## config.mk

```make
export PLATFORM = sky130hd
export DESIGN_NAME = msi_dispatch
export DESIGN_NICKNAME = d
export VERILOG_FILES = /design/src/hdl/msi_pkg.sv /design/src/hdl/msi_dispatch.sv
export VERILOG_INCLUDE_DIRS = /design/src /design/src/include
export SDC_FILE = /design/constraint.sdc
export NUM_CORES = 1
export LEC_CHECK = 0
export BUFFER_PORTS_ARGS = -buffer_cell sky130_fd_sc_hd__buf_4
export CAP_MARGIN = 20
export CORE_MARGIN = 3
export CORE_UTILIZATION = 38
export DETAILED_ROUTE_END_ITERATION = 16
export PLACE_DENSITY = 0.75
export SLEW_MARGIN = 0
export SYNTH_ARGS = -nofsm -noshare
export SYNTH_HDL_FRONTEND = slang
export SYNTH_SLANG_ARGS = --single-unit
export TNS_END_PERCENT = 5
```

## constraint.sdc

```tcl
create_clock -name clk -period 1.2 [get_ports clk]
set_input_delay 0.24 -clock clk [delete_from_list [all_inputs] [get_ports clk]]
set_output_delay 0.24 -clock clk [all_outputs]
set_load 0.005 [all_outputs]
```

## src/include/msi_config.svh

```systemverilog
// MSI controller configuration
`ifndef MSI_CONFIG_SVH
`define MSI_CONFIG_SVH

// ============================================================
// queues and message format
// ============================================================
`define MSI_NQUES       7       // priorities 1..7, priority 0 is ignored
`define MSI_QDEPTH      8       // entries per priority queue
`define MSI_MSG_W       16      // message word width
`define MSI_VEC_IDX_W   10      // {om, vecno} table index
`define MSI_FAIR_PERIOD 8       // every eighth grant goes to the lowest queue

// ============================================================
// vector table entry layout
// ============================================================
`define MSI_ENT_W        32
`define MSI_ENT_IE       31     // entry enable
`define MSI_ENT_SWSTK_HI 30     // stack selector
`define MSI_ENT_SWSTK_LO 28
`define MSI_ENT_HND_HI   27     // handler address, in 16 byte units
`define MSI_ENT_HND_LO   0

// register map, word addresses
`define MSI_ADDR_W      12
`define MSI_REG_CTRL    12'h000 // [0] global enable, [3:1] threshold
`define MSI_REG_STAT    12'h001 // [0] sticky queue full, [7:1] queue empty
`define MSI_REG_EN_BASE 12'h020 // 32 enable words
`define MSI_REG_VT_BASE 12'h400 // 1024 table entries

`endif

```

## src/hdl/msi_pkg.sv

```systemverilog
// MSI controller types
package msi_pkg;

	// one message word, read two ways
	//   fld : priority, mode bank and vector number for the table lookup
	//   en  : the same index split into enable-array word and bit
	typedef union packed {
		struct packed {
			logic [2:0] pri;        // queue select, 0 = dropped
			logic [1:0] om;         // mode bank of the vector table
			logic [7:0] vecno;      // vector within the bank
			logic [2:0] resv;
		} fld;
		struct packed {
			logic [2:0] pri;
			logic [4:0] en_word;    // enable word, same bits as om + vecno[7:5]
			logic [4:0] en_bit;     // bit within that word
			logic [2:0] resv;
		} en;
	} msi_msg_u;

	// {om, vecno} and {en_word, en_bit} cover the same ten bits,
	// so one lookup index serves both the table and the enable array

endpackage

```

## src/hdl/msi_dispatch.sv

```systemverilog
// Interrupt dispatcher
`timescale 1ns/1ps
`include "msi_config.svh"

module msi_dispatch (
	input  logic                      clk,
	input  logic                      rst,
	input  logic                      gnt_valid_i,
	input  msi_pkg::msi_msg_u         gnt_msg_i,
	output logic                      gnt_ready_o,
	output logic [`MSI_VEC_IDX_W-1:0] lu_idx_o,
	input  logic [`MSI_ENT_W-1:0]     lu_entry_i,   // one cycle after lu_idx_o
	input  logic                      lu_en_i,      // one cycle after lu_idx_o
	input  logic                      global_en_i,
	input  logic                      irq_ack_i,
	output logic                      irq_o,
	output logic [31:0]               ivect_o,
	output logic [2:0]                ipri_o,
	output logic [2:0]                swstk_o
);

	localparam logic [1:0] S_IDLE   = 2'd0;  // waiting for a grant
	localparam logic [1:0] S_LOOKUP = 2'd1;  // table entry and enable bit arrive
	localparam logic [1:0] S_HOLD   = 2'd2;  // irq_o up until acknowledge

	logic [1:0]        state;
	msi_pkg::msi_msg_u msg_q;               // accepted message
	logic              take;
	logic              entry_ok;

	assign gnt_ready_o = state == S_IDLE;
	assign take        = gnt_valid_i && gnt_ready_o;  // pop in the arbiter
	assign irq_o       = state == S_HOLD;

	// in idle the offered message drives the lookup so the RAM samples it
	// on the pop edge; after that the captured copy holds the index
	assign lu_idx_o = (state == S_IDLE) ? {gnt_msg_i.fld.om, gnt_msg_i.fld.vecno}
	                                    : {msg_q.fld.om, msg_q.fld.vecno};

	// all three enables needed
	assign entry_ok = lu_entry_i[`MSI_ENT_IE] && global_en_i && lu_en_i;

	// ============================================================
	// state machine
	// ============================================================
	always_ff @(posedge clk) begin
		if (rst) begin
			state <= S_IDLE;
		end else begin
			case (state)
				S_IDLE:   if (take) state <= S_LOOKUP;
				S_LOOKUP: state <= entry_ok ? S_HOLD : S_IDLE;  // disabled, discard
				S_HOLD:   if (irq_ack_i) state <= S_IDLE;
				default:  state <= S_IDLE;
			endcase
		end
	end

	// message capture and interrupt outputs
	always_ff @(posedge clk) begin
		if (take)
			msg_q <= gnt_msg_i;
		if (state == S_LOOKUP) begin
			ivect_o <= {lu_entry_i[`MSI_ENT_HND_HI:`MSI_ENT_HND_LO], 4'h0};  // 16 byte aligned
			ipri_o  <= msg_q.fld.pri;
			swstk_o <= lu_entry_i[`MSI_ENT_SWSTK_HI:`MSI_ENT_SWSTK_LO];
		end
	end

	// the CPU sees one steady request until it acknowledges
	a_hold_stable: assert property (@(posedge clk) disable iff (rst)
		(irq_o && !irq_ack_i) |=>
		(irq_o && $stable(ivect_o) && $stable(ipri_o) && $stable(swstk_o)));

endmodule

```

==> run summary <==
The fraction of final layout cells sized beyond drive strength 1 was 0.698; the post-synthesis cell count was 73. Filler cell count in the final layout: 291. The final critical-path share of the clock period was 1.36. For the worst-skew pair, the clock arrives at the later sink with an insertion delay of 0.29 ns.

Number of placement rows: 23. The finished layout holds 232 standard cells, fillers aside. The core region is 4170 sq um. The number of buffers inserted for hold repair after clock tree synthesis is 0, and the register bit total from synthesis is 49. Count of TritonRoute iterations in the first routing pass: 4. In this run the vertical extent of the chip is 73.0 um. Startpoint kind of the worst setup timing path: a flop. The timing endpoint of the critical path is lu_idx_o[3]. Clock-pin slew was measured on the worst setup and hold paths at 0.08 ns. The tools report the data required time at the worst endpoint as 0.96 ns.

The logs give 0.409 for the initial standard-cell utilization of the core and 25 for the setup violation total in the final timing report. Average detailed-routed wire length per instance: 15.4 um. The capturing element type of the critical path was an output port.

The logs give 1076 for the via count and 236 for the final-stage net count. The detailed router finished its first iteration with 58 violations. Setup repair after global routing could not meet its margin everywhere. The number of antenna violations at the first check in global routing was 0.

The sequential cells in the finished layout cover a total of 1450 sq um. The final layout contains routed wiring with a total length of 3.58 mm. The tools report the number of failing hold endpoints at the final stage as 0. The arrival time reported for the critical path endpoint was 1.39 ns; the register-to-register setup slack was -0.06 ns.

Worst setup path category: reg -> out. The pin count of the biggest net entering global routing was 29; the number of H-tree levels was 2. The tree is rooted in a sky130_fd_sc_hd__clkbuf_8. The checks that failed: negative setup slack. The number of I/O port buffers is 96, and the final period demand of the worst path is 1.63 ns. After detailed routing, the number of remaining DRC violations is 0. At the placement stage, the worst setup path has a slack of -0.117 ns. In this run the deepest clock path goes through 2 buffers. In this run the worst path has a maximum fanout of 6. The most critical setup path has its startpoint at state[1]$_SDFFE_PP0P_. The run gives 0 as the total inserted antenna cells.

The tool flagged a number of max-cap violations equal to 0. Dividing the synthesized area by the synthesized cell count gives 23.4 sq um. Pin placement for this block handled 104 I/O pins.

The die footprint is 5330 sq um. Summing every instance area after synthesis gives 1710 sq um. The HPWL after detailed placement is 2.70 mm. In the routed layout, each cell is associated on average with a via count of 4.64. The final antenna-violating net count is 0. For the smallest setup slack after layout, the log shows -0.431 ns.

The flow ran to the end, but the final reports show violations. Global router's overall resource usage: 0.124. The worst-case IR drop observed on VDD is 0.683 mV. The max-slew violation count is 0, and the fraction of the yosys area taken by sequential cells is 0.851. The number of distinct standard cells referenced by the synthesized netlist was 14; the global-route congestion overflow total was 0. Launch point of the worst reg-to-reg path: state[1]$_SDFFE_PP0P_. Area of the multi-input gates: 236 sq um. From synthesis to final layout, the design area changed by 60.7%. The path class of the tightest hold or removal check is in -> reg. TritonCTS built the clock tree. The clock arrives with 0.00360 ns of skew.

For the worst flop-to-flop path, the logic depth is 4. Leaving out fill and tap cells, the most frequent cells in the layout are 87 x sky130_fd_sc_hd__buf_4, 47 x sky130_fd_sc_hd__edfxtp_1, 13 x sky130_fd_sc_hd__buf_6. Buffers inserted during clock tree synthesis total 5. The achievable clock frequency was 613 MHz.

The power density over the cells came out at 1290 nW/um^2. The die is 73.0 um wide. Final hold analysis gives a worst-case slack of 0.115 ns. The tools report the endpoint of the lowest-slack register-to-register path as msg_q[4]$_DFFE_PP_.

The first global-routing pass estimated 4.91 mm of wire. The logs give 1067 for the via count of the first global-routing pass and 49 for the number of clock sinks. The commonest non-fill, non-tap cell in the layout was sky130_fd_sc_hd__buf_4.

The final weighted congestion in routability-driven placement came out at 0.659. For this design the static power due to leakage is 1.18 nW. The logs give 0 for the synthesis warning total and 223 for the post-placement cell count.
## area by class of cell
class	instances	share of cell area
well taps	50	0.0228
multi-input cells	22	0.0863
flip-flops and latches	49	0.530
clock buffers	5	0.0251
clock inverters	2	0.0128
repair buffers	104	0.323
## cell usage after synthesis (all sizes together)
cell type / number / area share
a32o: 1 / 0.0059
dfxtp: 2 / 0.023
nor2: 2 / 0.0059
edfxtp: 47 / 0.83
buf: 5 / 0.024
and2b: 2 / 0.010
and2: 1 / 0.0044
conb: 1 / 0.0022
and4bb: 1 / 0.0073
mux2: 10 / 0.084
nor4b: 1 / 0.0051
## flip-flops by register name, indices dropped and copies added, names as in the netlist
signal   flops
ipri_o       3
state        2
swstk_o      3
ivect_o     28
msg_q       13
## power breakdown
part	switching, W	internal, W
logic	0.000146	0.000301
registers	0.0000243	0.00197
clock network	0.000503	0.000606
total	0.000673	0.00287
## cell families after synthesis
family,synth area share
AOI/OAI and AO/OA,0.00587
buffers and inverters,0.0242
DFF,0.851
muxes,0.0836
other,0.00220
and+or+nand+nor,0.0330
## what timing repair did
action,4_1_cts,5_1_grt
endpoints found under the setup margin,53,53
gates resized for setup,3,15
cloned,0,1
setup buffers,0,1
pin swaps,0,1
## routing by layer
metal | global-route usage | wire, um | vias to the layer above
li1 | - | - | 489
met1 | 0.137 | 1290 | 497
met2 | 0.195 | 1640 | 90
met3 | 0.0868 | 650 | 0
met4 | 0.0307 | 0 | 0
met5 | 0 | 0 | -
## worst max-delay path: stages (launching register included)
cell and delay (ns):
sky130_fd_sc_hd__dfxtp_2 0.34, sky130_fd_sc_hd__nor2_4 0.16, sky130_fd_sc_hd__clkbuf_16 0.17, sky130_fd_sc_hd__mux2_4 0.30, sky130_fd_sc_hd__buf_6 0.11
## how the worst min path moves through the flow
stage / startpoint / slack [ns] / endpoint / cells after the start
after floorplan: rst / 0.32 / state[0]$_SDFFE_PP0P_ / 1
after global placement: msg_q[13]$_DFFE_PP_ / 0.41 / ipri_o[0]$_DFFE_PN_ / 0
after detailed placement: msg_q[14]$_DFFE_PP_ / 0.40 / ipri_o[1]$_DFFE_PN_ / 0
after CTS: lu_entry_i[2] / 0.11 / ivect_o[6]$_DFFE_PN_ / 1
after global routing: lu_entry_i[3] / 0.09 / ivect_o[7]$_DFFE_PN_ / 1
final: rst / 0.12 / state[0]$_SDFFE_PP0P_ / 2
## metrics by stage
stage / cell area, sq um / utilization / total power [W] / setup TNS [ns]
3_5_place_dp: 2540 / 0.609 / 0.00243 / -1.23
6_report: 2740 / 0.657 / 0.00355 / -5.29
5_1_grt: 2740 / 0.657 / 0.00368 / -6.68
4_1_cts: 2650 / 0.635 / 0.00354 / -4.95
3_3_place_gp: 2540 / 0.609 / 0.00242 / -0.906
2_1_floorplan: 1720 / - / 0.00215 / -3.54
Power figures use the tool's default switching activity.
