$ cat src/include/msi_config.svh
// MSI controller configuration
`ifndef MSI_CONFIG_SVH
`define MSI_CONFIG_SVH

// ============================================================
// queues and message format
// ============================================================
`define MSI_NQUES       7       // priorities 1..7, priority 0 is ignored
`define MSI_QDEPTH      8       // entries per priority queue
`define MSI_MSG_W       16      // message word width
`define MSI_VEC_IDX_W   10      // {om, vecno} table index
`define MSI_FAIR_PERIOD 8       // every eighth grant goes to the lowest queue

// ============================================================
// vector table entry layout
// ============================================================
`define MSI_ENT_W        32
`define MSI_ENT_IE       31     // entry enable
`define MSI_ENT_SWSTK_HI 30     // stack selector
`define MSI_ENT_SWSTK_LO 28
`define MSI_ENT_HND_HI   27     // handler address, in 16 byte units
`define MSI_ENT_HND_LO   0

// register map, word addresses
`define MSI_ADDR_W      12
`define MSI_REG_CTRL    12'h000 // [0] global enable, [3:1] threshold
`define MSI_REG_STAT    12'h001 // [0] sticky queue full, [7:1] queue empty
`define MSI_REG_EN_BASE 12'h020 // 32 enable words
`define MSI_REG_VT_BASE 12'h400 // 1024 table entries

`endif

$ cat src/hdl/msi_pkg.sv
// MSI controller types
package msi_pkg;

	// one message word, read two ways
	//   fld : priority, mode bank and vector number for the table lookup
	//   en  : the same index split into enable-array word and bit
	typedef union packed {
		struct packed {
			logic [2:0] pri;        // queue select, 0 = dropped
			logic [1:0] om;         // mode bank of the vector table
			logic [7:0] vecno;      // vector within the bank
			logic [2:0] resv;
		} fld;
		struct packed {
			logic [2:0] pri;
			logic [4:0] en_word;    // enable word, same bits as om + vecno[7:5]
			logic [4:0] en_bit;     // bit within that word
			logic [2:0] resv;
		} en;
	} msi_msg_u;

	// {om, vecno} and {en_word, en_bit} cover the same ten bits,
	// so one lookup index serves both the table and the enable array

endpackage

$ cat src/hdl/msi_regs.sv
// Control and status registers
`timescale 1ns/1ps
`include "msi_config.svh"

module msi_regs (
	input  logic                      clk,
	input  logic                      rst,
	// register port
	input  logic                      reg_we_i,
	input  logic                      reg_re_i,
	input  logic [`MSI_ADDR_W-1:0]    reg_addr_i,
	input  logic [31:0]               reg_wdata_i,
	output logic [31:0]               reg_rdata_o,
	output logic                      reg_rvalid_o,
	// arbiter status
	input  logic [`MSI_NQUES-1:0]     q_empty_i,
	input  logic                      q_ovf_i,
	// control out
	output logic                      global_en_o,
	output logic [2:0]                threshold_o,
	// per-vector enable lookup
	input  logic [`MSI_VEC_IDX_W-1:0] lu_idx_i,
	output logic                      lu_en_o,
	// vector table access
	output logic                      vt_wr_o,
	output logic                      vt_rd_o,
	output logic [`MSI_VEC_IDX_W-1:0] vt_addr_o,
	output logic [`MSI_ENT_W-1:0]     vt_wdata_o,
	input  logic [`MSI_ENT_W-1:0]     vt_rdata_i
);

	logic [31:0]       en_arr [32];   // one bit per vector, 1024 total
	logic              ovf_flag;      // sticky queue full
	logic              sel_ctrl;
	logic              sel_stat;
	logic              sel_en;
	logic              sel_vt;
	logic              rd_vt_q;       // last read went to the table
	logic [31:0]       loc_rdata_q;   // last local register read
	msi_pkg::msi_msg_u lu_msg;

	// ============================================================
	// address decode
	// ============================================================
	assign sel_ctrl = reg_addr_i == `MSI_REG_CTRL;
	assign sel_stat = reg_addr_i == `MSI_REG_STAT;
	assign sel_en   = (reg_addr_i & 12'hFE0) == `MSI_REG_EN_BASE;  // 0x020..0x03F
	assign sel_vt   = (reg_addr_i & 12'hC00) == `MSI_REG_VT_BASE;  // 0x400..0x7FF

	// table accesses pass straight through
	assign vt_wr_o    = reg_we_i && sel_vt;
	assign vt_rd_o    = reg_re_i && sel_vt;
	assign vt_addr_o  = reg_addr_i[`MSI_VEC_IDX_W-1:0];
	assign vt_wdata_o = reg_wdata_i;

	// writes take effect at the sampling edge
	always_ff @(posedge clk) begin
		if (rst) begin
			global_en_o <= 1'b0;
			threshold_o <= 3'd0;
			ovf_flag    <= 1'b0;
			for (int i = 0; i < 32; i++)
				en_arr[i] <= '0;
		end else begin
			if (reg_we_i && sel_ctrl) begin
				global_en_o <= reg_wdata_i[0];
				threshold_o <= reg_wdata_i[3:1];
			end
			if (reg_we_i && sel_stat && !reg_wdata_i[0])
				ovf_flag <= 1'b0;           // write 0 to clear
			if (q_ovf_i)
				ovf_flag <= 1'b1;           // a new drop beats the clear
			if (reg_we_i && sel_en)
				en_arr[reg_addr_i[4:0]] <= reg_wdata_i;
		end
	end

	// ============================================================
	// read path, data valid one cycle after reg_re_i
	// ============================================================
	always_ff @(posedge clk) begin
		if (rst)
			reg_rvalid_o <= 1'b0;
		else
			reg_rvalid_o <= reg_re_i;
	end

	always_ff @(posedge clk) begin
		if (reg_re_i) begin
			rd_vt_q <= sel_vt;
			if (sel_ctrl)
				loc_rdata_q <= {28'd0, threshold_o, global_en_o};
			else if (sel_stat)
				loc_rdata_q <= {{(31 - `MSI_NQUES){1'b0}}, q_empty_i, ovf_flag};
			else if (sel_en)
				loc_rdata_q <= en_arr[reg_addr_i[4:0]];
			else
				loc_rdata_q <= 32'd0;       // unmapped reads as zero
		end
	end

	// table data comes from the RAM output register in the same cycle
	assign reg_rdata_o = rd_vt_q ? vt_rdata_i : loc_rdata_q;

	// enable bit for the dispatcher, index split as word and bit
	assign lu_msg = {3'b000, lu_idx_i, 3'b000};

	always_ff @(posedge clk) begin
		lu_en_o <= en_arr[lu_msg.en.en_word][lu_msg.en.en_bit];
	end

endmodule

$ cat config.mk
export PLATFORM = sky130hd
export DESIGN_NAME = msi_regs
export DESIGN_NICKNAME = d
export VERILOG_FILES = /design/src/hdl/msi_pkg.sv /design/src/hdl/msi_regs.sv
export VERILOG_INCLUDE_DIRS = /design/src /design/src/include
export SDC_FILE = /design/constraint.sdc
export NUM_CORES = 2
export LEC_CHECK = 0
export ABC_CLOCK_PERIOD_IN_PS = 7000
export BUFFER_PORTS_ARGS = -buffer_cell sky130_fd_sc_hd__buf_2
export CAP_MARGIN = 10
export CELL_PAD_IN_SITES_DETAIL_PLACEMENT = 0
export CELL_PAD_IN_SITES_GLOBAL_PLACEMENT = 2
export CORE_ASPECT_RATIO = 1.5
export CORE_UTILIZATION = 50
export DETAILED_ROUTE_END_ITERATION = 10
export PLACE_DENSITY = 0.84
export SYNTH_ARGS = -nofsm -noshare
export SYNTH_HDL_FRONTEND = slang
export SYNTH_SLANG_ARGS = --single-unit
export TNS_END_PERCENT = 30
$ cat constraint.sdc
create_clock -name clk -period 7 [get_ports clk]
set_clock_uncertainty 0.05 [all_clocks]
set_input_delay 0.35 -clock clk [delete_from_list [all_inputs] [get_ports clk]]
set_output_delay 0.35 -clock clk [all_outputs]
set_load 0.1 [all_outputs]
==> out/qor.txt <==
Mux share of post-synthesis cell area: 21.36%
WL/cell: 41.85 µm
Final Setup Violations: 0
First-pass DRT Iterations: 7
Antenna violations before repair: 12
Most frequent cells in the layout: 1057 x edfxtp_1, 1030 x and2_1, 470 x mux4_2
Crit-path max FO: 33
Fin crit share: 70.02%
Worst r2r path cells: 8
Cell area power density: 251.6 nW/µm²
Fin. max-slew vios: 0
Internal: 11310 µW
Rel. slew slack: 12.43%
Static Leakage: 0.02096 µW
Primary FF master, synth: edfxtp_1
Sequential power share: 48.3%
Post-DP HPWL: 146.2 mm
Worst Hold Depth: 2
Max_cap viols: 0
Slowest cell on the critical path: nor2_4
DR iter-0 viols: 6041
TNS Setup: 0 ns
Switching Power: 4206 µW
Drt via density: 7.085
Worst setup slack after layout: 2.098 ns
Site row count: 150
Seq/Total Area, Yosys: 56.55%
Mapped Nets: 3848
Post-CTS Setup Inserts: 0
Horiz. Die Dim: 276.2 µm
Critical R2R Capture: lu_en_o
Largest net degree at the start of global routing: 123
CTS sink cnt: 1064
Max Freq: 204.0 MHz
Clock power frac: 38.4%
Setup Crit Path Kind: primary input to flop
GP Congestion: 0.9980
Area Growth Syn to Fin: 9.370%
Req. time, crit path: 7.30 ns
H-tree depth: 3
Finished Cell Area: 61660 µm²
Antenna viol nets, final: 0
Synth Area in Compound Gates: 4.796%
Slowest stage delay, CP: 1.06 ns
Num CTS Buffers: 105
Insertion delay of the later-clocked pin in the worst-skew pair: 0.76 ns
Clock Tree Buf Depth: 3
Met2 Wirelength: 103.5 mm
Critical Path Sink: en_arr[11][20]
Startpoint types: primary input
Fraction of layout cells with a size suffix above 1: 26.63%
WP data arrival: 5.21 ns
DR vias: 37056
Worst slew pin tran: 1.313 ns
Sw Share: 27.11%
Yosys Warn Count: 0
Residual DRC: 0
R2r setup slk: 3.99 ns
Syn Inst Count: 3750
Post-Synth XOR/XNOR Area: 0%
Worst Setup SP: reg_addr_i[11]
Met1 wire length: 74.74 mm
Total die area: 114100 µm²
Comb pwr share: 13.3%
Outcome: complete, no violations
Async set-reset flop share out of synthesis: 0%
Routed wl met3: 23.94 mm
Post-layout nets: 3790
Initial Util: 50.49%
Post-synthesis adder-cell area fraction: 0%
Pre-CTS setup slack: 1.847 ns
Peak supply drop: 0.0002349 V
Cell Area, Placed: 58010 µm²
Yosys reg bits: 1064
Gr usage total: 38.54%
Synth cell types: 57
Leading cell type in the layout, fill and taps excluded: edfxtp_1
HP Class: primary input to flop
Placeable core area: 111700 µm²
Syn Std Cell Area: 56380 µm²
Total power: 15520 µW
Via count of the first global-routing pass: 35734
CTS root buf: clkbuf_16
Unrepaired setup endpoints after global routing: no
R2r startpoint: en_arr[11][0]
Number of synthesized flops with an enable pin: 1057
Ports: 180
Highest Signal Layer: met5
Post-Synth Simple-Gate Area: 13.55%
Fin util: 55.22%
Die height: 413.3 µm
CTS tree: yes
Final global-route overflow total: 0
First-pass GRT wire length: 298.3 mm
Largest family of logic cells by synthesized area: multiplexers
Clock slew seen by the registers of the worst setup and hold paths: 0.06 ns
Final hold vios: 0
Tmin final: 4.902 ns
Crit-path cells: dlygate4sd3_1 > buf_2 > nor4_1 > nand3_2 > buf_4 > nor3b_1 > and2_1 > nand2_1 > nor2_4 > or2_2
Filler cells: 8731
Port-buffer cells: 179
Final WL: 218.9 mm
CP Capture Type: flop
Avg Synthesized Cell Area: 15.03 µm²
## metal layers
| layer | up-vias | global-route usage [%] |
|---|---|---|
| li1 | 14325 | - |
| met3 | 634 | 8.629 |
| met4 | 4 | 23.85 |
| met5 | - | 0.1681 |
| met1 | 19283 | 47.53 |
| met2 | 2810 | 62.20 |
## state kept, by name (all words and copies together) (netlist names)
signal,flops
rd_vt_q,1
global_en_o,1
loc_rdata_q,32
en_arr,1024
reg_rvalid_o,1
threshold_o,3
ovf_flag,1
lu_en_o,1
## cell type report
class	instances	area [µm²]	share of cell area [%]
well taps	1444	1807	2.930
clock inverters	69	765.7	1.242
clock buffers	123	2736	4.438
repair buffers	269	1754	2.845
multi-input cells	2249	22690	36.79
inverters	3	11.26	0.01826
diodes	9	22.52	0.03652
flip-flops and latches	1064	31880	51.70
## worst min-delay path by stage
stage / startpoint / end / slack [ns]
floorplan: ovf_flag / ovf_flag / 0.40
global route: lu_idx_i[1] / lu_en_o / 0.07
CTS: lu_idx_i[1] / lu_en_o / 0.05
finish: lu_idx_i[1] / lu_en_o / 0.1
detailed placement: global_en_o / global_en_o / 0.41
global placement: global_en_o / global_en_o / 0.41
## synthesized netlist by cell type, drive strengths merged, types with 5 or more instances
master	n	area share (%)
a21oi	43	0.38
and2	1032	11
edfxtp	1057	56
clkbuf	298	2.0
nor2	72	0.48
mux2i	102	1.8
dfxtp	7	0.25
nor3	18	0.16
mux2	39	0.78
o22ai	24	0.27
nand2b	9	0.10
nor4	7	0.078
nand2	49	0.33
nand3	14	0.12
a221oi	23	0.36
o221ai	33	0.51
a211oi	8	0.11
buf	136	1.7
a22oi	129	1.7
a21o	5	0.067
a31oi	19	0.21
o21ai	19	0.17
a2111oi	5	0.089
o211ai	5	0.067
nor2b	8	0.089
or2	36	0.40
a22o	26	0.40
mux4	470	19
a41oi	16	0.25
## cell families after synthesis
logic type             count (synthesis)
AND/OR/NAND/NOR                     1271
buffers and inverters                437
flip-flops                          1064
multiplexers                         611
AO/OA/AOI/OAI                        367
## critical path: cells and delay by family
family | cells | cell delay, ns
buf+inv | 3 | 1.03
simple gates | 7 | 3.76
## power groups by stage
stage	Sequential, µW	Clock [µW]	Combinational [µW]
final	7490	5960	2070
after CTS	7490	5950	2010
after global placement	7590	0	2000
after floorplan	7540	0	1220
after global routing	7520	6160	2070
after detailed placement	7620	0	2000
## what timing repair did
action,4_1_cts,5_1_grt
resized for setup,0,0
hold buffers,13,0
endpoints found under the hold margin,19,0
## metrics by stage
stage / instances / hold slack, ns
2_1_floorplan: 3750 / 0.4025
3_3_place_gp: 5015 / 0.4105
3_5_place_dp: 5016 / 0.4134
4_1_cts: 5221 / 0.05378
5_1_grt: 5222 / 0.07038
6_report: 5230 / 0.09795
Note: power is estimated with default switching activity, not from simulation.
