--- src/include/msi_config.svh ---
// MSI controller configuration
`ifndef MSI_CONFIG_SVH
`define MSI_CONFIG_SVH

// ============================================================
// queues and message format
// ============================================================
`define MSI_NQUES       7       // priorities 1..7, priority 0 is ignored
`define MSI_QDEPTH      8       // entries per priority queue
`define MSI_MSG_W       16      // message word width
`define MSI_VEC_IDX_W   10      // {om, vecno} table index
`define MSI_FAIR_PERIOD 8       // every eighth grant goes to the lowest queue

// ============================================================
// vector table entry layout
// ============================================================
`define MSI_ENT_W        32
`define MSI_ENT_IE       31     // entry enable
`define MSI_ENT_SWSTK_HI 30     // stack selector
`define MSI_ENT_SWSTK_LO 28
`define MSI_ENT_HND_HI   27     // handler address, in 16 byte units
`define MSI_ENT_HND_LO   0

// register map, word addresses
`define MSI_ADDR_W      12
`define MSI_REG_CTRL    12'h000 // [0] global enable, [3:1] threshold
`define MSI_REG_STAT    12'h001 // [0] sticky queue full, [7:1] queue empty
`define MSI_REG_EN_BASE 12'h020 // 32 enable words
`define MSI_REG_VT_BASE 12'h400 // 1024 table entries

`endif

--- src/hdl/msi_pkg.sv ---
// MSI controller types
package msi_pkg;

	// one message word, read two ways
	//   fld : priority, mode bank and vector number for the table lookup
	//   en  : the same index split into enable-array word and bit
	typedef union packed {
		struct packed {
			logic [2:0] pri;        // queue select, 0 = dropped
			logic [1:0] om;         // mode bank of the vector table
			logic [7:0] vecno;      // vector within the bank
			logic [2:0] resv;
		} fld;
		struct packed {
			logic [2:0] pri;
			logic [4:0] en_word;    // enable word, same bits as om + vecno[7:5]
			logic [4:0] en_bit;     // bit within that word
			logic [2:0] resv;
		} en;
	} msi_msg_u;

	// {om, vecno} and {en_word, en_bit} cover the same ten bits,
	// so one lookup index serves both the table and the enable array

endpackage

--- src/hdl/msi_fifo.sv ---
// Priority queue FIFO
`timescale 1ns/1ps

module msi_fifo #(
	parameter int DEPTH = 8,
	parameter int WIDTH = 16
) (
	input  logic             clk,
	input  logic             rst,
	input  logic             wr_en_i,
	input  logic [WIDTH-1:0] din_i,
	input  logic             rd_en_i,
	output logic [WIDTH-1:0] dout_o,    // head of queue, show-ahead
	output logic             empty_o,
	output logic             ovf_o      // write attempted while full
);

	localparam int AW = (DEPTH > 1) ? $clog2(DEPTH) : 1;
	localparam int CW = $clog2(DEPTH + 1);

	logic [WIDTH-1:0] mem [DEPTH];
	logic [AW-1:0]    wr_ptr;
	logic [AW-1:0]    rd_ptr;
	logic [CW-1:0]    count;          // entries held
	logic             full;
	logic             do_wr;
	logic             do_rd;

	assign full    = count == CW'(DEPTH);
	assign empty_o = count == '0;
	assign do_wr   = wr_en_i && !full;  // full queue drops the message
	assign do_rd   = rd_en_i && !empty_o;
	assign ovf_o   = wr_en_i && full;   // one cycle per dropped message
	assign dout_o  = mem[rd_ptr];

	// storage
	always_ff @(posedge clk) begin
		if (do_wr)
			mem[wr_ptr] <= din_i;
	end

	// pointers and fill count
	always_ff @(posedge clk) begin
		if (rst) begin
			wr_ptr <= '0;
			rd_ptr <= '0;
			count  <= '0;
		end else begin
			if (do_wr)
				wr_ptr <= (wr_ptr == AW'(DEPTH - 1)) ? '0 : wr_ptr + 1'b1;
			if (do_rd)
				rd_ptr <= (rd_ptr == AW'(DEPTH - 1)) ? '0 : rd_ptr + 1'b1;
			case ({do_wr, do_rd})
				2'b10:   count <= count + 1'b1;
				2'b01:   count <= count - 1'b1;
				default: count <= count;        // idle or read and write together
			endcase
		end
	end

	// the arbiter must only pop a queue that holds something
	a_no_underflow: assert property (@(posedge clk) disable iff (rst)
		rd_en_i |-> !empty_o);

endmodule

--- src/hdl/msi_prio_arb.sv ---
// Priority queues and arbiter
`timescale 1ns/1ps
`include "msi_config.svh"

module msi_prio_arb (
	input  logic                   clk,
	input  logic                   rst,
	input  logic                   msg_valid_i,
	input  msi_pkg::msi_msg_u      msg_i,
	input  logic [2:0]             threshold_i,
	input  logic                   gnt_ready_i,
	output logic                   gnt_valid_o,
	output msi_pkg::msi_msg_u      gnt_msg_o,
	output logic [`MSI_NQUES-1:0]  q_empty_o,  // bit n is priority n+1
	output logic                   q_ovf_o
);

	msi_pkg::msi_msg_u     q_dout [`MSI_NQUES];  // queue heads
	logic [`MSI_NQUES-1:0] q_wr;
	logic [`MSI_NQUES-1:0] q_rd;
	logic [`MSI_NQUES-1:0] q_ovf;
	logic [`MSI_NQUES-1:0] elig;                 // non-empty and above threshold
	logic [2:0]            sel;                  // queue being offered
	logic [2:0]            gcnt;                 // grants since last fair turn
	logic                  fair;
	logic                  pop;

	// ============================================================
	// one queue per priority 1..7
	// ============================================================
	for (genvar g = 0; g < `MSI_NQUES; g++) begin : g_que
		assign q_wr[g] = msg_valid_i && (msg_i.fld.pri == 3'(g + 1)); // pri 0 matches none
		assign q_rd[g] = pop && (sel == 3'(g));

		msi_fifo #(
			.DEPTH (`MSI_QDEPTH),
			.WIDTH (`MSI_MSG_W)
		) i_fifo (
			.clk     (clk),
			.rst     (rst),
			.wr_en_i (q_wr[g]),
			.din_i   (msg_i),
			.rd_en_i (q_rd[g]),
			.dout_o  (q_dout[g]),
			.empty_o (q_empty_o[g]),
			.ovf_o   (q_ovf[g])
		);

		// priority 7 ignores the threshold
		assign elig[g] = !q_empty_o[g] &&
			((3'(g + 1) > threshold_i) || (g + 1 == `MSI_NQUES));
	end

	assign q_ovf_o = |q_ovf;

	// ============================================================
	// selection
	// ============================================================
	assign fair = gcnt == 3'(`MSI_FAIR_PERIOD - 1);

	// last match wins, so the loop direction picks highest or lowest
	always_comb begin
		sel = 3'd0;
		if (fair) begin
			for (int i = `MSI_NQUES - 1; i >= 0; i--)
				if (elig[i])
					sel = 3'(i);
		end else begin
			for (int i = 0; i < `MSI_NQUES; i++)
				if (elig[i])
					sel = 3'(i);
		end
	end

	assign gnt_valid_o = |elig;
	assign gnt_msg_o   = q_dout[sel];
	assign pop         = gnt_valid_o && gnt_ready_i;

	// the grant counter advances on every pop including discarded ones
	always_ff @(posedge clk) begin
		if (rst)
			gcnt <= 3'd0;
		else if (pop)
			gcnt <= gcnt + 3'd1;    // wraps to 0 right after the fair turn
	end

	// offered head must come from a live queue and carry that queue's priority
	a_gnt_queue: assert property (@(posedge clk) disable iff (rst)
		gnt_valid_o |-> (!q_empty_o[sel] && gnt_msg_o.fld.pri == sel + 3'd1));

endmodule

--- config.mk ---
export PLATFORM = sky130hd
export DESIGN_NAME = msi_prio_arb
export DESIGN_NICKNAME = d
export VERILOG_FILES = /design/src/hdl/msi_pkg.sv /design/src/hdl/msi_fifo.sv /design/src/hdl/msi_prio_arb.sv
export VERILOG_INCLUDE_DIRS = /design/src /design/src/include
export SDC_FILE = /design/constraint.sdc
export NUM_CORES = 1
export LEC_CHECK = 0
export BUFFER_PORTS_ARGS = -buffer_cell sky130_fd_sc_hd__buf_4
export CAP_MARGIN = 40
export CELL_PAD_IN_SITES_DETAIL_PLACEMENT = 1
export CELL_PAD_IN_SITES_GLOBAL_PLACEMENT = 1
export CORE_MARGIN = 4
export CORE_UTILIZATION = 45
export DETAILED_ROUTE_END_ITERATION = 8
export GPL_TIMING_DRIVEN = 1
export PLACE_DENSITY_LB_ADDON = 0.1
export SLEW_MARGIN = 25
export SYNTH_ARGS = -nofsm -noshare
export SYNTH_HDL_FRONTEND = slang
export SYNTH_SLANG_ARGS = --single-unit
--- constraint.sdc ---
create_clock -name clk -period 7.6 [get_ports clk]
set_input_delay 0 -clock clk [delete_from_list [all_inputs] [get_ports clk]]
set_output_delay 0 -clock clk [all_outputs]
set_load 0.05 [all_outputs]
==> metrics.yaml, run 1 <==
routing:
  drt_iter0_markers: 1519
  vias: 19800
  vias_per_cell: 5.75
  wirelength_um: 95100
  drt_first_pass_iters: 5
  postRouteAntennaNets: 0
  routedWlPerCell_um: 27.6
  drc: 0
worst_setup_path:
  worst_setup_path_end_kind: "output pin"
  reg2reg_depth: 13
  crit_start: "g_que[0].i_fifo.count[1]"
  setup.worst_path.class: "flip-flop to output pin"
  start_kind: "flip-flop"
  rr_startpoint: "g_que[0].i_fifo.count[1]"
  path_common_cell: "buf_4"
  arrival_ps: 4270
  ff2ff_setup_slack_ps: 3560
  slowest_stage: "a221oi_1"
  slowest_delay_ps: 660
  crit_chain: "nor4_1 > or4_1 > o311ai_0 > o21ai_4 > buf_4 > o21ai_0 > a221oi_1 > buf_4"
  r2r-end: "g_que[1].i_fifo.count[2]"
  required_ps: 7600
  path_buf_inv: 2
  crit_fanout: 63
  crit_family: "compound AO/OA/AOI/OAI gates"
yosys:
  yosys_warnings: 0
  mappedNetlistArea_um2: 39400
  yosysSeqAreaShare_pct: 73.1
  synth_mux_area_share_pct: 16.9
  ys_types: 55
  synth-simple-area-share_pct: 4.34
  synth_compound_area_share_pct: 2.17
  synth_nets: 2124
  synth_edf_count: 896
  synth_top_family_by_area: "multiplexers"
  ys_top_cells_by_count: "edfxtp_1 (896), mux4_2 (225), mux2i_1 (131), nand2_1 (101), nor2_1 (97)"
  synth-adder-area-share_pct: 1.62
  ys_ff_latch: 990
  yosysTopAreaCell: "edfxtp_1"
  syn_inst: 2050
  synth-main-ff-cell: "edfxtp_1"
  yosys-top-cells-area: "edfxtp_1 (68%), mux4_2 (13%), dfxtp_1 (4.8%), mux2i_1 (3.3%), ha_1 (1.6%)"
  yosysMostFrequentCell: "edfxtp_1"
  async_flop_share_pct: 0
  syn_area_per_cell_um2: 19.2
  synth_xor_area_share_pct: 0.645
  synthDominantCellAreaShare_pct: 68.3
finish:
  fillCellCount: 7763
  layoutNonFillerInstCount: 3446
  multi_input_area_um2: 10400
  layout.area.seq_um2: 28800
  nets: 2278
  synthToLayoutAreaGrowth_pct: 14.9
  drive_above_1_share_pct: 26.5
power:
  p_seq_share_pct: 51.2
  combPwrFrac_pct: 5.8
  cell_internal_pwr_w: 0.00911
  swShare_pct: 21.9
  p_sw_w: 0.00256
  power.share.clock_pct: 43.0
  leakage_nw: 14.4
  cellPowerDensity_nw_per_um2: 258
  ir_drop_mv: 0.175
clocking:
  postCtsSetupBuffers: 0
  clk_latency_ps: 660
  cts_resized: 0
  htreeDepth: 3
  cts_buffer_depth: 3
  cts_sinks: 990
  numCtsBuffers: 105
  clkTransAtPathRegs_ps: 60
  cts_tree: "done"
  ctsHoldBuffers: 18
  cts-root-buf: "clkbuf_16"
sta:
  drv_slew: 0
  tightest_slew_ps: 853
  max_slew_margin_pct: 43.1
  finalSetupViolCount: 0
  finalCritPeriodShare_pct: 56.1
  skew_ps: 19.4
  rsz0062_at_grt: "false"
  max_freq_mhz: 234
  tns_ps: 0
  finalHoldViolCount: 0
  min_period_ps: 4270
global_routing:
  grt_pass1_vias: 21500
  grt_max_degree: 65
  grt_pass1_wl_um: 143000
  gr-total-overflow: 0
  grt_antenna_before_repair: 2
  grt_usage_pct: 20.7
floorplanning:
  dieArea_um2: 92300
  coreArea_um2: 86800
  die_w_um: 304
  io_pins: 48
  start_util_pct: 45.4
  rows: 108
  die_h_um: 304
place:
  port_buffers: 47
  globalplace.congestion: 0.811
  dp.cells: 3232
  dp_hpwl_um: 56200
run:
  cap_violations: 0
outcome:
  outcome: "completed"
min_path:
  min_path_type: "primary input to flip-flop"
  hold_path_depth: 7
  hp-start: "threshold_i[1]"
[area by class of cell]
type / instances / share of cell area, %
Timing Repair Buffer: 154 / 2.70
Tap cell: 1155 / 3.19
Multi-Input combinational cell: 946 / 22.9
Antenna cell: 1 / 0.00553
Clock buffer: 131 / 6.23
Inverter: 7 / 0.0581
Clock inverter: 62 / 1.26
Sequential cell: 990 / 63.7
[how the worst max path moves through the flow]
stage	depth (start not counted)	slack, ps	endpoint
after floorplan	9	4230	gnt_msg_o[12]
after global placement	14	3760	g_que[6].i_fifo.count[2]
after detailed placement	14	3570	g_que[6].i_fifo.count[2]
after CTS	8	3300	gnt_msg_o[2]
after global routing	9	3060	gnt_msg_o[5]
final	8	3330	gnt_msg_o[5]
[power by group through the flow]
stage	registers [W]	clock network [W]	logic (W)
2_1_floorplan	0.00608	0	0.000377
3_3_place_gp	0.00608	0	0.000653
3_5_place_dp	0.00608	0	0.000671
5_1_grt	0.00597	0.00540	0.000723
4_1_cts	0.00597	0.00515	0.000680
6_report	0.00597	0.00502	0.000676
[metrics by stage]
stage               cell area (um^2)  power (W)  hold slack (ps)  util [%]  worst slack, ps
CTS                            45200     0.0118              187      52.1             3300
global route                   45200     0.0121              283      52.1             3060
finish                         45200     0.0117              231      52.1             3330
global placement               41600    0.00673              449      47.9             3760
floorplan                      39400    0.00646             98.9         -             4230
detailed placement             41600    0.00676              422      48.0             3570
[sequential cells by signal (all words and copies together), names as in the netlist, named ones only]
signal / flops
g_que.i_fifo.rd_ptr: 21
g_que.i_fifo.count: 28
g_que.i_fifo.mem: 896
gcnt: 3
g_que.i_fifo.wr_ptr: 21
[layout by cell type, fill, tap and decap left out, drive strengths merged, types with 7 or more instances in the layout]
cell type and instances:
nand4 7, xor2 22, ha 51, inv 8, nand2 101, o31ai 11
edfxtp 896, nor3 44, clkbuf 131, xnor2 7, nor4b 7, mux4 225
nand3b 14, clkinv 44, nand3 22, buf 136, a32oi 7, nor4 14
dfxtp 94, nor2 97, dlygate4sd3 18, a221oi 9, o21ai 43, a21oi 55
nor3b 10, mux2i 131, clkinvlp 7, or3 12, bufinv 10, nand2b 8
mux2 25
[worst min-delay path, stage by stage]
cell     delay, ps
buf_4          140
nor2_1         100
o31ai_1        130
o21ai_4        110
nor3_2         100
mux2i_1        170
nor2_1          70
[kinds of logic after synthesis]
kind of cell	Yosys count
adders and majority gates	51
xor gates and xnor gates	29
buffers and inverters	114
AOI/OAI and AO/OA	138
muxes	381
DFF	990
and+or+nand+nor	347
[routing by layer]
layer / global-route usage, % / up-vias / share of wire [%]
met5: 0 / - / 0
met3: 2.92 / 132 / 4.0
li1: - / 8627 / -
met1: 29.4 / 10700 / 44
met2: 34.2 / 381 / 49
met4: 5.22 / 0 / 2.2
No activity file was read; power rests on OpenSTA's default activity.
==> run 2: changes to the inputs <==
--- a/config.mk
+++ b/config.mk
@@ -6,6 +6,7 @@
 export SDC_FILE = /design/constraint.sdc
 export NUM_CORES = 1
 export LEC_CHECK = 0
+export ABC_AREA = 1
 export BUFFER_PORTS_ARGS = -buffer_cell sky130_fd_sc_hd__buf_4
 export CAP_MARGIN = 40
 export CELL_PAD_IN_SITES_DETAIL_PLACEMENT = 1
==> constraint.sdc (replaced) <==
create_clock -name clk -period 4.3 [get_ports clk]
set_input_delay 0 -clock clk [delete_from_list [all_inputs] [get_ports clk]]
set_output_delay 0 -clock clk [all_outputs]
set_load 0.05 [all_outputs]
==> metrics.yaml, run 2 <==
outcome:
  outcome: "completed"
power:
  cell_internal_pwr_w: 0.0159
  power.share.clock_pct: 39.3
  combPwrFrac_pct: 11.6
  p_sw_w: 0.00569
  leakage_nw: 17.1
  ir_drop_mv: 0.350
  p_seq_share_pct: 49.1
  cellPowerDensity_nw_per_um2: 464
  swShare_pct: 26.4
finish:
  synthToLayoutAreaGrowth_pct: 12.9
  drive_above_1_share_pct: 9.30
  fillCellCount: 9462
  final_cell_area_um2: 46500
  final_util_pct: 51.4
  largestRegisters: "g_que.i_fifo.mem: 896 flops, g_que.i_fifo.count: 28 flops"
  largest_reg_flops: 896
  final_cell_mix: "nand2_1 (1135), edfxtp_1 (896), nand3_1 (567), nor2_1 (181), buf_4 (138)"
  layout_commonest_cell: "nand2_1"
  nets: 3814
  regMostFlops: "g_que.i_fifo.mem"
sta:
  layout_setup_ws_ps: 571
  tightest_slew_ps: 853
  drv_slew: 0
  finalCritPeriodShare_pct: 86.7
  skew_ps: 39.0
  max_freq_mhz: 268
  finalHoldViolCount: 0
  whs_ps: 89.1
  min_period_ps: 3730
  max_slew_margin_pct: 43.1
  finalSetupViolCount: 0
  tns_ps: 0
  rsz0062_at_grt: "false"
routing:
  drt_iter0_markers: 2441
  drt_first_pass_iters: 5
  wirelength_um: 124000
  vias: 28600
  routedWlPerCell_um: 24.8
  postRouteAntennaNets: 0
  drc: 0
  vias_per_cell: 5.70
worst_setup_path:
  r2r-end: "g_que[1].i_fifo.count[3]"
  start_kind: "flip-flop"
  reg2reg_depth: 17
  ff2ff_setup_slack_ps: 600
  crit_fanout: 48
  rr_startpoint: "g_que[1].i_fifo.count[0]"
  setup.worst_path.class: "flip-flop to output pin"
  worst_setup_path_end_kind: "output pin"
  required_ps: 4300
  arrival_ps: 3730
clocking:
  cts_tree: "done"
  cts-root-buf: "clkbuf_16"
  cts_buffer_depth: 3
  cts_sinks: 990
  htreeDepth: 3
  postCtsSetupBuffers: 0
  clk_latency_ps: 690
  numCtsBuffers: 103
  clkTransAtPathRegs_ps: 60
yosys:
  yosysSeqAreaShare_pct: 70.0
  yosysMostFrequentCell: "nand2_1"
  ys_types: 40
  syn_inst: 3669
  mappedNetlistArea_um2: 41200
  syn_area_per_cell_um2: 11.2
  synth_edf_count: 896
  yosys_warnings: 0
  synth-main-ff-cell: "edfxtp_1"
  async_flop_share_pct: 0
  ys_top_cells_by_count: "nand2_1 (1135), edfxtp_1 (896), nand3_1 (567), nor2_1 (182), clkbuf_1 (138)"
  synthDominantCellAreaShare_pct: 65.4
  ys_ff_latch: 990
  synth_nets: 3743
  yosys-top-cells-area: "edfxtp_1 (65%), nand2_1 (10%), nand3_1 (6.9%), dfxtp_1 (4.6%), nor2_1 (1.7%)"
  yosysTopAreaCell: "edfxtp_1"
floorplanning:
  rows: 110
  io_pins: 48
  coreArea_um2: 90400
  start_util_pct: 45.5
  dieArea_um2: 96400
  die_h_um: 310
  die_w_um: 310
min_path:
  hold_path_depth: 4
  min_to: "g_que[1].i_fifo.wr_ptr[2]"
  min_path_type: "primary input to flip-flop"
  hp-start: "msg_i[15]"
place:
  pre_cts_slack_ps: 690
  globalplace.congestion: 0.902
  dp_hpwl_um: 74700
  dpl_cell_area_um2: 43100
  port_buffers: 47
global_routing:
  grt_pass1_vias: 29700
  grt_pass1_wl_um: 186000
  grt_max_degree: 65
  grt_antenna_before_repair: 5
  grt_usage_pct: 25.9
  gr-total-overflow: 0
run:
  cap_violations: 0
-- run 2: changes by cell type after synthesis, sizes merged, moves of 75 or more --
| cell | delta |
|---|---|
| nor2 | +96 |
| inv | +108 |
| mux4 | -225 |
| clkbuf | +78 |
| nand2 | +1045 |
| nand3 | +546 |
| mux2i | -131 |
| a21oi | +75 |
-- run 2: repair_timing --
action / CTS / global route
hold buffers: 18 / 0
endpoints found under the hold margin: 821 / 0
gates resized for setup: 0 / 0
-- run 2: power by group through the flow --
| stage | Sequential (W) | Clock [W] | Combinational [W] |
|---|---|---|---|
| 6_report | 0.0106 | 0.00847 | 0.00250 |
| 5_1_grt | 0.0106 | 0.00909 | 0.00266 |
| 4_1_cts | 0.0106 | 0.00864 | 0.00248 |
| 3_5_place_dp | 0.0108 | 0 | 0.00245 |
| 3_3_place_gp | 0.0108 | 0 | 0.00238 |
| 2_1_floorplan | 0.0108 | 0 | 0.00146 |
-- run 2: cells by family (layout without fill, tap and decap cells) --
family / count (synthesis) / after routing / synth area share (%)
DFF: 990 / 990 / 70.0
adders and majority gates: 51 / 51 / 1.55
and+or+nand+nor: 1979 / 1979 / 20.6
AOI/OAI and AO/OA: 312 / 312 / 4.29
xor gates and xnor gates: 21 / 21 / 0.447
other: 0 / 3 / 0
buffers and inverters: 316 / 477 / 3.20
-- run 2: layout make-up --
class	instances	area, um^2	share of cell area (%)
Tap cell	1176	1470	3.17
Antenna cell	3	7.51	0.0162
Inverter	115	439	0.945
Multi-Input combinational cell	2363	11200	24.0
Timing Repair Buffer	167	1400	3.02
Clock buffer	137	2770	5.95
Clock inverter	58	420	0.905
Sequential cell	990	28800	62.0
-- run 2: worst max-delay path by stage --
stage,from,endpoint
floorplan,g_que[1].i_fifo.count[1],g_que[1].i_fifo.count[2]
global placement,g_que[3].i_fifo.count[0],g_que[1].i_fifo.count[2]
detailed placement,g_que[1].i_fifo.count[0],g_que[0].i_fifo.count[3]
CTS,g_que[2].i_fifo.count[1],gnt_msg_o[5]
global route,g_que[1].i_fifo.count[0],g_que[1].i_fifo.count[3]
finish,g_que[2].i_fifo.count[1],gnt_msg_o[2]
-- run 2: metal layers --
| metal | GRT usage (%) | vias to the layer above | share of wire (%) |
|---|---|---|---|
| met5 | 0 | - | 0 |
| met4 | 7.89 | 0 | 3.1 |
| met3 | 3.44 | 196 | 4.8 |
| met2 | 43.3 | 712 | 48 |
| met1 | 35.8 | 14600 | 44 |
| li1 | - | 13000 | - |
-- run 2: metrics by stage --
step / std cells / power (W)
global route: 5007 / 0.0223
global placement: 4781 / 0.0132
floorplan: 3669 / 0.0122
CTS: 5004 / 0.0217
finish: 5009 / 0.0216
detailed placement: 4791 / 0.0133
-- run 2: critical path, stage by stage, from the launching register on --
cell     delay, ps
dfxtp_1        460
nor2_1         100
nand2_1        140
inv_1          110
nand3_1         90
nand2_1         60
nand2_1         60
nand2_1         80
nand2_4        100
buf_4          510
nand3_1        340
nand2_1        270
nand2_1        110
nand2_1         90
nand2_1         50
nand2_1        210
buf_4          250
